==> src/source/ahb_sub_pkg.sv <==
/*
 * AHB memory subordinate package.
 * Bus widths, transfer type, size and response encodings,
 * and the captured transfer carried from the address phase
 * into the data phase.
 */

package ahb_sub_pkg;

  // --------------------
  // Bus widths
  // --------------------
  localparam int DATA_WIDTH = 32;
  localparam int ADDR_WIDTH = 32;
  localparam int STRB_WIDTH = DATA_WIDTH / 8; // Byte lanes

  // --------------------
  // Encodings
  // --------------------
  typedef enum logic [1:0] {
    IDLE   = 2'b00,
    BUSY   = 2'b01,
    NONSEQ = 2'b10,
    SEQ    = 2'b11
  } htrans_e;

  // Sizes above WORD are illegal on this 32-bit bus
  typedef enum logic [2:0] {
    BYTE   = 3'b000,
    HALF   = 3'b001,
    WORD   = 3'b010,
    WORD2  = 3'b011,
    WORD4  = 3'b100,
    WORD8  = 3'b101,
    WORD16 = 3'b110,
    WORD32 = 3'b111
  } hsize_e;

  typedef enum logic {
    OKAY  = 1'b0,
    ERROR = 1'b1
  } hresp_e;

  // --------------------
  // Data-phase transfer
  // --------------------
  typedef struct packed {
    logic                  valid; // NONSEQ or SEQ while selected
    logic                  write;
    logic                  err;   // Size, alignment or range fault
    hsize_e                size;
    logic [ADDR_WIDTH-1:0] addr;
  } xfer_t;

endpackage
==> src/source/ahb_mem_sub.sv <==
/*
 * Zero-wait-state AHB memory subordinate.
 * Address-phase front end feeding the memory array and the
 * response sequencer side by side.
 */

`timescale 1ns/1ps

module ahb_mem_sub #(
  parameter int MEM_DEPTH = 16
) (
  input  logic                               HCLK,
  input  logic                               HRESETn,
  input  logic                               hsel,
  input  logic [ahb_sub_pkg::ADDR_WIDTH-1:0] haddr,
  input  ahb_sub_pkg::htrans_e               htrans,
  input  logic                               hwrite,
  input  ahb_sub_pkg::hsize_e                hsize,
  input  logic [ahb_sub_pkg::DATA_WIDTH-1:0] hwdata,
  input  logic                               hready,
  output logic [ahb_sub_pkg::DATA_WIDTH-1:0] hrdata,
  output ahb_sub_pkg::hresp_e                hresp,
  output logic                               hready_out
);

  import ahb_sub_pkg::*;

  xfer_t dp_xfer; // Transfer now in its data phase

  ahb_addr_phase #(.MEM_DEPTH(MEM_DEPTH)) i_addr_phase (
    .HCLK    (HCLK),
    .HRESETn (HRESETn),
    .hsel    (hsel),
    .hwrite  (hwrite),
    .haddr   (haddr),
    .htrans  (htrans),
    .hsize   (hsize),
    .hready  (hready),
    .dp_xfer (dp_xfer)
  );

  ahb_sub_mem #(.MEM_DEPTH(MEM_DEPTH)) i_mem (
    .HCLK    (HCLK),
    .HRESETn (HRESETn),
    .hready  (hready),
    .dp_xfer (dp_xfer),
    .hwdata  (hwdata),
    .rdata   (hrdata)
  );

  ahb_resp_fsm i_resp (
    .HCLK       (HCLK),
    .HRESETn    (HRESETn),
    .hready     (hready),
    .dp_xfer    (dp_xfer),
    .hready_out (hready_out),
    .hresp      (hresp)
  );

endmodule

==> src/source/ahb_resp_fsm.sv <==
/*
 * AHB response sequencer.
 * Drives hready_out and hresp for the data phase, stretching an
 * error transfer into the two-cycle ERROR response.
 */

`timescale 1ns/1ps

module ahb_resp_fsm (
  input  logic                 HCLK,
  input  logic                 HRESETn,
  input  logic                 hready,
  input  ahb_sub_pkg::xfer_t   dp_xfer,
  output logic                 hready_out,
  output ahb_sub_pkg::hresp_e  hresp
);

  import ahb_sub_pkg::*;

  logic err_now;    // Valid transfer with a fault in its data phase
  logic err_second; // Second cycle of the error response
  logic err_first;

  assign err_now   = dp_xfer.valid && dp_xfer.err;
  assign err_first = err_now && !err_second;

  // --------------------
  // State
  // --------------------
  // Set as cycle one ends with the bus held low and cleared one edge later
  always_ff @(posedge HCLK or negedge HRESETn) begin
    if (!HRESETn) begin
      err_second <= 1'b0;
    end else begin
      err_second <= err_first && !hready;
    end
  end

  // --------------------
  // Outputs
  // --------------------
  always_comb begin
    hready_out = 1'b1;
    hresp      = OKAY;
    if (err_now) begin
      hresp      = ERROR;
      hready_out = !err_first; // Wait state in cycle one only
    end
  end

endmodule

==> src/source/ahb_sub_mem.sv <==
/*
 * AHB subordinate memory array.
 * Word-organised storage written through byte lanes at the end
 * of the data phase, with combinational read of the full word.
 */

`timescale 1ns/1ps

module ahb_sub_mem #(
  parameter int MEM_DEPTH = 16
) (
  input  logic                               HCLK,
  input  logic                               HRESETn,
  input  logic                               hready,
  input  ahb_sub_pkg::xfer_t                 dp_xfer,
  input  logic [ahb_sub_pkg::DATA_WIDTH-1:0] hwdata,
  output logic [ahb_sub_pkg::DATA_WIDTH-1:0] rdata
);

  import ahb_sub_pkg::*;

  localparam int IDX_W = $clog2(MEM_DEPTH);

  logic [DATA_WIDTH-1:0] mem [MEM_DEPTH];
  logic [IDX_W-1:0]      word_idx;
  logic [STRB_WIDTH-1:0] lane_en;
  logic                  wr_en;

  assign word_idx = dp_xfer.addr[IDX_W+1:2];

  // --------------------
  // Byte-lane enables
  // --------------------
  always_comb begin
    case (dp_xfer.size)
      BYTE:    lane_en = STRB_WIDTH'(1) << dp_xfer.addr[1:0];
      HALF:    lane_en = STRB_WIDTH'(3) << {dp_xfer.addr[1], 1'b0};
      WORD:    lane_en = '1;
      default: lane_en = '0;
    endcase
  end

  // Only a clean write whose data phase completes this edge
  assign wr_en = hready && dp_xfer.valid && dp_xfer.write && !dp_xfer.err;

  always_ff @(posedge HCLK or negedge HRESETn) begin
    if (!HRESETn) begin
      for (int i = 0; i < MEM_DEPTH; i++) begin
        mem[i] <= '0;
      end
    end else if (wr_en) begin
      for (int b = 0; b < STRB_WIDTH; b++) begin
        if (lane_en[b]) begin
          mem[word_idx][8*b +: 8] <= hwdata[8*b +: 8];
        end
      end
    end
  end

  // Whole word with lanes already in address position
  assign rdata = mem[word_idx];

endmodule

==> src/source/ahb_addr_phase.sv <==
/*
 * AHB address-phase front end.
 * Samples the address phase on an accepting edge, checks size,
 * alignment and range, and holds the result as the transfer
 * in its data phase.
 */

`timescale 1ns/1ps

module ahb_addr_phase #(
  parameter int MEM_DEPTH = 16
) (
  input  logic                               HCLK,
  input  logic                               HRESETn,
  input  logic                               hsel,
  input  logic                               hwrite,
  input  logic [ahb_sub_pkg::ADDR_WIDTH-1:0] haddr,
  input  ahb_sub_pkg::htrans_e               htrans,
  input  ahb_sub_pkg::hsize_e                hsize,
  input  logic                               hready,
  output ahb_sub_pkg::xfer_t                 dp_xfer
);

  import ahb_sub_pkg::*;

  // Number of words as a word-index value
  localparam logic [ADDR_WIDTH-3:0] DEPTH_IDX = (ADDR_WIDTH-2)'(MEM_DEPTH);

  logic  active;
  logic  size_bad;
  logic  misaligned;
  logic  out_of_range;
  xfer_t next_xfer;

  // --------------------
  // Address checks
  // --------------------
  assign active       = hsel && (htrans == NONSEQ || htrans == SEQ);
  assign size_bad     = hsize > WORD;
  assign out_of_range = haddr[ADDR_WIDTH-1:2] >= DEPTH_IDX;

  always_comb begin
    case (hsize)
      HALF:    misaligned = haddr[0];
      WORD:    misaligned = |haddr[1:0];
      default: misaligned = 1'b0; // Bytes always aligned
    endcase
  end

  always_comb begin
    next_xfer.valid = active;
    next_xfer.write = hwrite;
    next_xfer.err   = active && (size_bad || misaligned || out_of_range);
    next_xfer.size  = hsize;
    next_xfer.addr  = haddr;
  end

  // --------------------
  // Data-phase register
  // --------------------
  // Holds while a wait state stretches the current data phase
  always_ff @(posedge HCLK or negedge HRESETn) begin
    if (!HRESETn) begin
      dp_xfer <= '0;
    end else if (hready) begin
      dp_xfer <= next_xfer;
    end
  end

endmodule

==> config.mk <==
export PLATFORM = sky130hd
export DESIGN_NAME = ahb_mem_sub
export DESIGN_NICKNAME = d
export VERILOG_FILES = /design/src/source/ahb_sub_pkg.sv /design/src/source/ahb_mem_sub.sv /design/src/source/ahb_resp_fsm.sv /design/src/source/ahb_sub_mem.sv /design/src/source/ahb_addr_phase.sv
export SDC_FILE = /design/constraint.sdc
export NUM_CORES = 1
export LEC_CHECK = 0
export BUFFER_PORTS_ARGS = -buffer_cell sky130_fd_sc_hd__buf_2
export CAP_MARGIN = 20
export CORE_ASPECT_RATIO = 0.75
export CORE_MARGIN = 4
export CORE_UTILIZATION = 38
export DETAILED_ROUTE_END_ITERATION = 10
export PLACE_DENSITY = 0.61
export SLEW_MARGIN = 20
export SYNTH_ARGS = -nofsm -noshare
export SYNTH_HDL_FRONTEND = slang
export SYNTH_SLANG_ARGS = --single-unit
==> constraint.sdc <==
create_clock -name HCLK -period 3.1 [get_ports HCLK]
set_clock_uncertainty 0.1 [all_clocks]
set_input_delay 0.31 -clock HCLK [delete_from_list [all_inputs] [get_ports HCLK]]
set_output_delay 0.31 -clock HCLK [all_outputs]
set_load 0.01 [all_outputs]
# Yosys cells after proc, flatten, opt, wreduce, memory -nomap -nowiden
# Cells that the tools add are included.
[word_totals]
regBits = 525
in_bits = 74
out_inout_bits = 34
word_cells = 79
[classes]
magnitude_cmp = 4
eq_ne = 6
shift = 2
n_mux = 26
n_bitwise = 1
reduce_logical = 18
[op_table]
columns = ["operator", "count"]
rows = [
  ["512-bit 2-to-1 mux", 7],
  ["512-bit bitwise mux", 4],
  ["32-bit demux with 4-bit select", 4],
  ["32-bit binary-select mux with 4-bit select", 1],
  ["32-bit 2-to-1 mux", 3],
  ["30-bit by 5-bit greater-or-equal comparator with 1-bit output (second input constant)", 1],
  ["24-bit 2-to-1 mux", 1],
  ["16-bit 2-to-1 mux", 1],
  ["4-bit case mux with 3 select lines", 1],
  ["1-bit logical AND", 9],
  ["8-bit 2-to-1 mux", 1],
  ["3-bit by 1-bit equality test with 1-bit output (second input constant)", 2],
  ["3-bit by 2-bit equality test with 1-bit output (second input constant)", 2],
  ["5-bit greater-or-equal comparator (second input constant)", 1],
  ["5-bit by 1-bit less-than comparator with 1-bit output (second input constant)", 1],
  ["4-bit inverter with 5-bit output", 1],
  ["2-bit equality test (second input constant)", 2],
  ["1-bit zero test", 4],
  ["1-bit by 2-bit left shift with 4-bit output (first input constant)", 1],
  ["2-bit by 2-bit left shift with 4-bit output (first input constant)", 1],
  ["3-bit by 2-bit greater-than comparator with 1-bit output (second input constant)", 1],
  ["3-bit zero test", 1],
  ["1-bit logical OR", 3],
  ["1-bit 2-to-1 mux", 2],
  ["other kinds (2)", 2],
]

# Logic depth before layout (Yosys ltp)
# Gate-level depths: netlist of the first run.
[logic_depth]
depth_word = 16
depth_mapped = 7
ltp_nobuf = 4

# By module
# A second synthesis of the first run with hierarchy kept.
[unflattened]
cells_unflattened = 1550
hier_area_um2 = 25145.4
[modules_own_cells]
columns = ["module", "instances", "cells_per_inst", "area_per_inst_um2"]
rows = [
  ["ahb_sub_mem", 1, 1452, 23601.4],
  ["ahb_addr_phase", 1, 94, 1492.7],
  ["ahb_resp_fsm", 1, 4, 51.3],
]

# Worst setup path before layout of the first run
# OpenSTA, ideal clock, no wires.
[synth_path]
path_kind = "register to output"
startpoint = "register i_addr_phase.dp_xfer[2] (netlist name)"
endpoint = "output hrdata[16] in the netlist's numbering"
arrival_ns = 1.901
slack_ns = 0.789
stages_incl_launch_ff = 7
n_path_buf = 3
path_cell_list = "dfrtp_1 -> clkbuf_1 -> buf_2 -> buf_2 -> mux4_2 -> a22oi_1 -> nand2_1"
[synth_via]
elab_chain_len = 4
[synth_lines]
columns = ["element", "line_no", "source"]
rows = [
  ["4-bit inverter with 5-bit output (implied by the code)", "ahb_sub_mem.sv:61", "assign rdata = mem[word_idx];"],
  ["32-bit binary-select mux with 4-bit select", "ahb_sub_mem.sv:61", ""],
  ["32-bit 2-to-1 mux (implied by the code) (2 in series)", "ahb_sub_mem.sv:61", ""],
  ["to (decl)", "ahb_mem_sub.sv:21", "output logic [ahb_sub_pkg::DATA_WIDTH-1:0] hrdata,"],
]
# Every way passes these cells. The select of a mux whose other input is x is not followed.

# Worst setup path in the final report of the first run
[layout_path]
startpoint = "register i_addr_phase.dp_xfer[2] (netlist name)"
endpoint = "register i_mem.mem[292] in the netlist's numbering"
[layout_via]
elab_chain_len = 16
elab_cells_between_ends = 20
cone_classes = "order compare: 2; mux: 16; bitwise: 1; reduce/logical: 1"
[layout_lines]
columns = ["element", "line_no", "source"]
rows = [
  ["4-bit inverter with 5-bit output (implied by the code) (*)", "ahb_sub_mem.sv:54", "mem[word_idx][8*b +: 8] <= hwdata[8*b +: 8];"],
  ["5-bit greater-or-equal comparator (implied by the code) or 5-bit by 1-bit less-than comparator with 1-bit output (tied branches)", "ahb_sub_mem.sv:54", ""],
  ["1-bit logical AND (implied by the code)", "ahb_sub_mem.sv:54", ""],
  ["8-bit 2-to-1 mux (implied by the code)", "ahb_sub_mem.sv:54", ""],
  ["32-bit demux with 4-bit select", "ahb_sub_mem.sv:54", ""],
  ["512-bit bitwise mux", "ahb_sub_mem.sv:54", ""],
  ["512-bit 2-to-1 mux", "ahb_sub_mem.sv:53", "if (lane_en[b]) begin"],
  ["512-bit 2-to-1 mux", "ahb_sub_mem.sv:51", "end else if (wr_en) begin"],
  ["512-bit bitwise mux", "ahb_sub_mem.sv:54", ""],
  ["512-bit 2-to-1 mux", "ahb_sub_mem.sv:53", ""],
  ["512-bit 2-to-1 mux", "ahb_sub_mem.sv:51", ""],
  ["512-bit bitwise mux", "ahb_sub_mem.sv:54", ""],
  ["512-bit 2-to-1 mux", "ahb_sub_mem.sv:53", ""],
  ["512-bit 2-to-1 mux", "ahb_sub_mem.sv:51", ""],
  ["512-bit bitwise mux", "ahb_sub_mem.sv:54", ""],
  ["512-bit 2-to-1 mux (*)", "ahb_sub_mem.sv:53", ""],
  ["to (signal, indexed assignment)", "ahb_sub_mem.sv:54", ""],
  ["to (decl)", "ahb_sub_mem.sv:24", "logic [DATA_WIDTH-1:0] mem [MEM_DEPTH];"],
]
# Every way passes the cells marked *; elsewhere a longest branch is shown, timed or not. The select of a mux whose other input is x is not followed.
# A chain may end at the register's enable or synchronous reset.

==> results of run 1 <==
[cells in the final DEF, fill, tap and decap left out, types with 8 or more instances in the layout]
cell / count
a22oi_1: 61
buf_12: 8
buf_2: 105
buf_4: 53
clkbuf_1: 14
clkbuf_16: 56
dfrtp_1: 523
dlygate4sd3_1: 16
mux2_1: 8
mux2_2: 513
mux4_2: 128
nand2_1: 53
nand3_1: 15
nor3_2: 8
nor4_2: 8
[sequential cells by signal, indices dropped and copies added, names as in the netlist]
signal,cells
i_mem.mem,512
i_resp.err_second,1
i_addr_phase.dp_xfer,12
[per-stage QoR]
stage | setup TNS, ns | cells | worst slack (ns) | hold WS (ns) | util [%]
final | -0.133 | 2487 | -0.0240 | 0.0622 | 44.4
after global routing | -0.0529 | 2487 | -0.0181 | 0.0542 | 44.4
after CTS | 0 | 2480 | 0.00668 | 0.0311 | 44.2
after detailed placement | 0 | 2377 | 0.206 | 0.198 | 41.3
after global placement | 0 | 2377 | 0.264 | 0.193 | 41.3
after floorplan | 0 | 1503 | 0.789 | -0.0856 | -
[worst max-delay path by stage]
stage,startpoint,to,slack (ns),cells after the start
3_3_place_gp,i_addr_phase.dp_xfer[2]$_DFFE_PN0P_,i_mem.mem[295]$_DFFE_PN0P_,0.26,4
6_report,i_addr_phase.dp_xfer[2]$_DFFE_PN0P_,i_mem.mem[292]$_DFFE_PN0P_,-0.02,5
4_1_cts,i_addr_phase.dp_xfer[2]$_DFFE_PN0P_,hrdata[4],0.007,5
2_1_floorplan,i_addr_phase.dp_xfer[2]$_DFFE_PN0P_,hrdata[16],0.79,6
5_1_grt,i_addr_phase.dp_xfer[2]$_DFFE_PN0P_,i_mem.mem[293]$_DFFE_PN0P_,-0.02,5
3_5_place_dp,i_addr_phase.dp_xfer[2]$_DFFE_PN0P_,i_mem.mem[295]$_DFFE_PN0P_,0.21,4
[kinds of logic after synthesis]
logic type,after synthesis
compound gates,78
mux,649
simple gates,149
flops,525
buf+inv,102
[metal layers]
metal | vias up | share of wire [%]
met5 | - | 0
met4 | 0 | 1.5
met3 | 57 | 4.1
met2 | 239 | 46
met1 | 7427 | 49
li1 | 5999 | -
[power by group]
| part | internal (W) | switching (W) | total, W |
|---|---|---|---|
| clock | 0.00352 | 0.00256 | 0.00607 |
| combinational | 0.000473 | 0.000739 | 0.00121 |
| sequential | 0.00699 | 0.0000984 | 0.00709 |
| total | 0.0110 | 0.00339 | 0.0144 |
[critical path, cell delays in order, from the launching register on]
cell and delay [ns]:
dfrtp_4 0.59, buf_4 0.22, nand2b_1 0.39, nor4_2 0.62, nand3_1 0.60, mux2_2 0.46
[final cells by class]
class / instances / area (um^2) / share of cell area [%]
multi-input cells: 876 / 10500 / 37.9
well taps: 810 / 1010 / 3.66
repair buffers: 190 / 1430 / 5.16
clock inverters: 10 / 125 / 0.452
flip-flops and latches: 525 / 13100 / 47.5
inverters: 2 / 7.51 / 0.0271
clock buffers: 74 / 1480 / 5.33
[what timing repair did]
| action | in CTS | in global routing |
|---|---|---|
| endpoints found under the setup margin | 22 | 18 |
| endpoints found under the hold margin | 66 | 0 |
| cloned | 0 | 3 |
| gates resized for setup | 4 | 3 |
| setup buffers | 3 | 4 |
| hold buffers | 16 | 0 |
==> impl_metrics.yaml, run 1 <==
global_route:
  gr-usage-met2_pct: 27.2
  grt_max_degree: 98
  grt_overflow: 0
  grt_pass1_vias: 14628
  grtUsageMet1_pct: 25.6
  grt_busiest_layer: "met2"
  grt_pass1_wl_mm: 89.5
  antenna_found_initial: 0
  grt_use_met3_pct: 2.70
  track_usage_pct: 17.3
sta:
  max_freq_mhz: 320
  slew_headroom_pct: 48.8
  setup_ws_ns: -0.0240
  min_period_over_period_pct: 101
  tightest_slew_ns: 0.765
  period_needed_ns: 3.12
  maxSlewViolCount: 0
  finalSetupViolCount: 10
  hold_viol_final: 0
  rsz0062_at_grt: "yes"
cts:
  cts.sinks: 525
  cts_root_buffer: "clkbuf_16"
  clock_latency_ns: 0.59
  path_clk_slew_ns: 0.06
  cts_made_buffers: 51
  clockBufferDepth: 3
  cts_tree: "done"
  htreeDepth: 2
yosys:
  yosysMostFrequentCell: "dfrtp_1"
  synth_simple_gate_area_share_pct: 4.57
  synth_ff_type: "dfrtp_1"
  netlist-cell-type-count: 44
  avgSynthCellArea_um2: 16.0
  synth_compound_area_share_pct: 2.45
  synth-async-reset-ratio_pct: 100
  yosysWarnings: 0
  synth_edf_count: 0
  synth_top_family_by_area: "multiplexers"
  synth_top_area_cell: "dfrtp_1"
  muxShareOfSynthArea_pct: 36.4
  synth_area_leaders: "dfrtp_1 55%, mux2_2 24%, mux4_2 12%"
  synth_fa_ha_area_share_pct: 0
  syn-num-nets: 1577
  synth_seq_cells: 525
  synth_area_mm2: 0.0240
  synthXorXnorAreaFrac_pct: 0
  yosys-top-cells-count: "525 x dfrtp_1, 513 x mux2_2, 128 x mux4_2"
  synth_top_area_share_pct: 54.7
  synth_cells: 1503
  yosysSeqAreaShare_pct: 54.7
placed_design:
  port_buffers: 106
  placed_cell_area_mm2: 0.0257
  post-dp-hpwl_mm: 36.6
  gp_congestion: 0.765
run_status:
  outcome: "complete, but fails checks"
  violations: "negative setup slack"
finish:
  n_antenna_cell: 0
  drive_gt1_share_pct: 55.9
  area_delta_synth_final_pct: 15.2
  final_area_mm2: 0.0277
  fill_cells: 5529
  fin_nets: 1720
die:
  start_util_pct: 38.6
  boundaryPins: 108
  core_mm2: 0.0623
  fp.dieW_um: 298
  die_h_um: 226
  rows: 79
  die_area_mm2: 0.0673
critical_path:
  critical_path_required_ns: 3.46
  regToRegEndpoint: "i_mem.mem[292]$_DFFE_PN0P_"
  cp-start-kind: "register"
  critPathCaptureType: "register"
  r2r-start: "i_addr_phase.dp_xfer[2]$_DFFE_PN0P_"
  worstPathMaxFanout: 9
  r2r_cells: 5
  cp.arrival_ns: 3.48
  critPathKind: "register to register"
  r2r_slack_ns: -0.02
drt:
  drt_iter0_drc: 813
  num_vias: 13722
  route.antenna.remaining_nets: 0
  routedWlPerCell_um: 23.3
  first_pass_iters: 4
  drc: 0
  routed_via_density: 5.52
  wl_mm: 58.1
power:
  power_density_mw_per_mm2: 519
  power_w: 0.0144
  p_leak_nw: 13.4
  ir_drop_mv: 0.290
worst_hold_path:
  hp-class: "primary input to register"
  hold_end: "i_mem.mem[253]$_DFFE_PN0P_"
  min-delay-start: "hwdata[29]"
  whs_path_depth: 2
run:
  maxCapViolations: 0
Power figures use the tool's default switching activity.
==> run 2: changes to the inputs <==
CORE_UTILIZATION = 50   (was 38)
PLACE_DENSITY = 0.74   (was 0.61)
==> run 2 against run 1 <==
The run now ends clean. Combinational power is essentially flat. Via count grew 2.1%. Register-to-register slack gained 0.30 ns. Non-clock buffer count grew 2. Critical path type is now register to output pin. Critical endpoint is now hrdata[3]. Highest routed layer unchanged.
==> impl_metrics.yaml, run 2 (synthesis gave the netlist of run 1 again) <==
run_status:
  outcome: "finished, final reports clean"
sta:
  hold-worst-slack_ns: 0.0674
  period_needed_ns: 3.02
  slew_headroom_pct: 36.8
  finalSetupTns_ns: 0
  min_period_over_period_pct: 97.3
  tightest_slew_ns: 0.942
  hold_viol_final: 0
  finalSetupViolCount: 0
  rsz0062_at_grt: "no"
  maxSlewViolCount: 0
  max_freq_mhz: 331
cts:
  cts_root_buffer: "clkbuf_16"
  clock_latency_ns: 0.57
  cts.sinks: 525
  path_clk_slew_ns: 0.06
  htreeDepth: 2
  cts_tree: "done"
  clockBufferDepth: 3
  cts_made_buffers: 50
drt:
  routedWlPerCell_um: 24.1
  first_pass_iters: 5
  drt_iter0_drc: 1042
  route.antenna.remaining_nets: 0
  num_vias: 14015
  drc: 0
  wl_mm: 56.2
  routed_via_density: 6.02
die:
  start_util_pct: 50.7
  boundaryPins: 108
  die_h_um: 198
  rows: 69
  die_area_mm2: 0.0516
  core_mm2: 0.0474
  fp.dieW_um: 261
finish:
  drive_gt1_share_pct: 56.8
  area_delta_synth_final_pct: 15.6
  reg_top3: "i_mem.mem x512, i_addr_phase.dp_xfer x12, i_resp.err_second x1"
  fill_cells: 3591
  n_antenna_cell: 0
  largest_reg_flops: 512
  fin_nets: 1721
  regMostFlops: "i_mem.mem"
  final_cell_mix: "523 x dfrtp_1, 513 x mux2_2, 128 x mux4_2"
  final_common_cell: "dfrtp_1"
power:
  p_leak_nw: 13.5
  ir_drop_mv: 0.363
  power_density_mw_per_mm2: 546
critical_path:
  crit_path_cell_trace: "buf_16 -> buf_16 -> mux4_2 -> a22oi_2 -> nand2_1 -> buf_2"
  cp.arrival_ns: 2.61
  worstPathMaxFanout: 14
  critical_path_required_ns: 2.69
  cpPeakStageDelay_ns: 0.58
  cp-start-kind: "register"
  critPathCaptureType: "output pin"
  critPathKind: "register to output pin"
  cp_slowest_cell: "dfrtp_4"
  cpMostUsedCell: "buf_16"
placed_design:
  post-dp-hpwl_mm: 34.6
  gp_congestion: 0.845
  port_buffers: 106
global_route:
  track_usage_pct: 22.1
  grt_overflow: 0
  grt_max_degree: 82
  grt_pass1_wl_mm: 88.7
  antenna_found_initial: 0
  grt_pass1_vias: 15038
run:
  maxCapViolations: 0
worst_hold_path:
  hp-class: "primary input to register"
-- run 2: cell count changes in the layout (fill, tap and decap cells not counted), sizes merged --
| cell | change |
|---|---|
| bufinv | +7 |
| buf | +5 |
| clkbuf | -4 |
| clkinv | +4 |
| clkinvlp | +2 |
| dlygate4sd3 | -2 |
-- run 2: worst max-delay path, delay by kind of cell (launching register included) --
family,cells,cell delay (ns)
flops,1,0.58
buf+inv,3,0.57
compound gates,1,0.21
mux,1,0.54
simple gates,1,0.11
-- run 2: what timing repair did --
action,CTS,global route
endpoints found under the setup margin,4,18
hold buffers,14,0
hold endpoints to repair,74,0
setup buffers,0,2
resized for setup,7,1
gates cloned,0,2
-- run 2: area by class of cell --
| type | count | area, um^2 | area share [%] |
|---|---|---|---|
| flip-flops and latches | 525 | 13100 | 47.4 |
| multi-input cells | 876 | 10500 | 37.8 |
| clock inverters | 23 | 374 | 1.35 |
| clock buffers | 71 | 1510 | 5.45 |
| well taps | 639 | 800 | 2.88 |
| inverters | 2 | 7.51 | 0.0270 |
| repair buffers | 192 | 1430 | 5.16 |
-- run 2: worst paths after layout --
path | depth (start not counted) | slack [ns] | end | startpoint
hold / removal | 2 | 0.07 | i_mem.mem[253]$_DFFE_PN0P_ | hwdata[29]
setup / recovery | 6 | 0.08 | hrdata[3] | i_addr_phase.dp_xfer[2]$_DFFE_PN0P_
min in group asynchronous | 2 | 0.22 | i_mem.mem[246]$_DFFE_PN0P_ | HRESETn
hold reg to reg | 1 | 0.39 | i_mem.mem[253]$_DFFE_PN0P_ | i_mem.mem[253]$_DFFE_PN0P_
max in group asynchronous | 3 | 1.80 | i_mem.mem[325]$_DFFE_PN0P_ | HRESETn
setup reg to reg | 4 | 0.28 | i_mem.mem[7]$_DFFE_PN0P_ | i_addr_phase.dp_xfer[32]$_DFFE_PN0P_
-- run 2: routing by layer --
metal	part of all wire, %	GRT usage, %	vias up	routed length [um]
li1	-	-	6000	-
met1	45	32.5	7561	25200
met2	47	34.9	370	26400
met3	6.0	4.50	84	3370
met4	2.0	4.58	0	1120
met5	0	0	-	0
-- run 2: metrics by stage --
stage | setup slack [ns] | util [%] | instances | total power (W) | instance area [um^2]
after floorplan | 0.789 | - | 1503 | 0.00787 | 24000
after global placement | 0.476 | 54.0 | 2216 | 0.00833 | 25600
after detailed placement | 0.335 | 54.0 | 2216 | 0.00837 | 25600
after CTS | 0.00826 | 58.4 | 2324 | 0.0153 | 27700
after global routing | 0.00663 | 58.6 | 2328 | 0.0157 | 27800
final | 0.0828 | 58.6 | 2328 | 0.0152 | 27800
-- run 2: power by group --
group	leakage (nW)	internal [W]	total (W)	switching, W
combinational	5.32	0.000467	0.00120	0.000736
sequential	7.30	0.00699	0.00708	0.0000968
clock	0.931	0.00424	0.00687	0.00263
total	13.5	0.0117	0.0152	0.00346
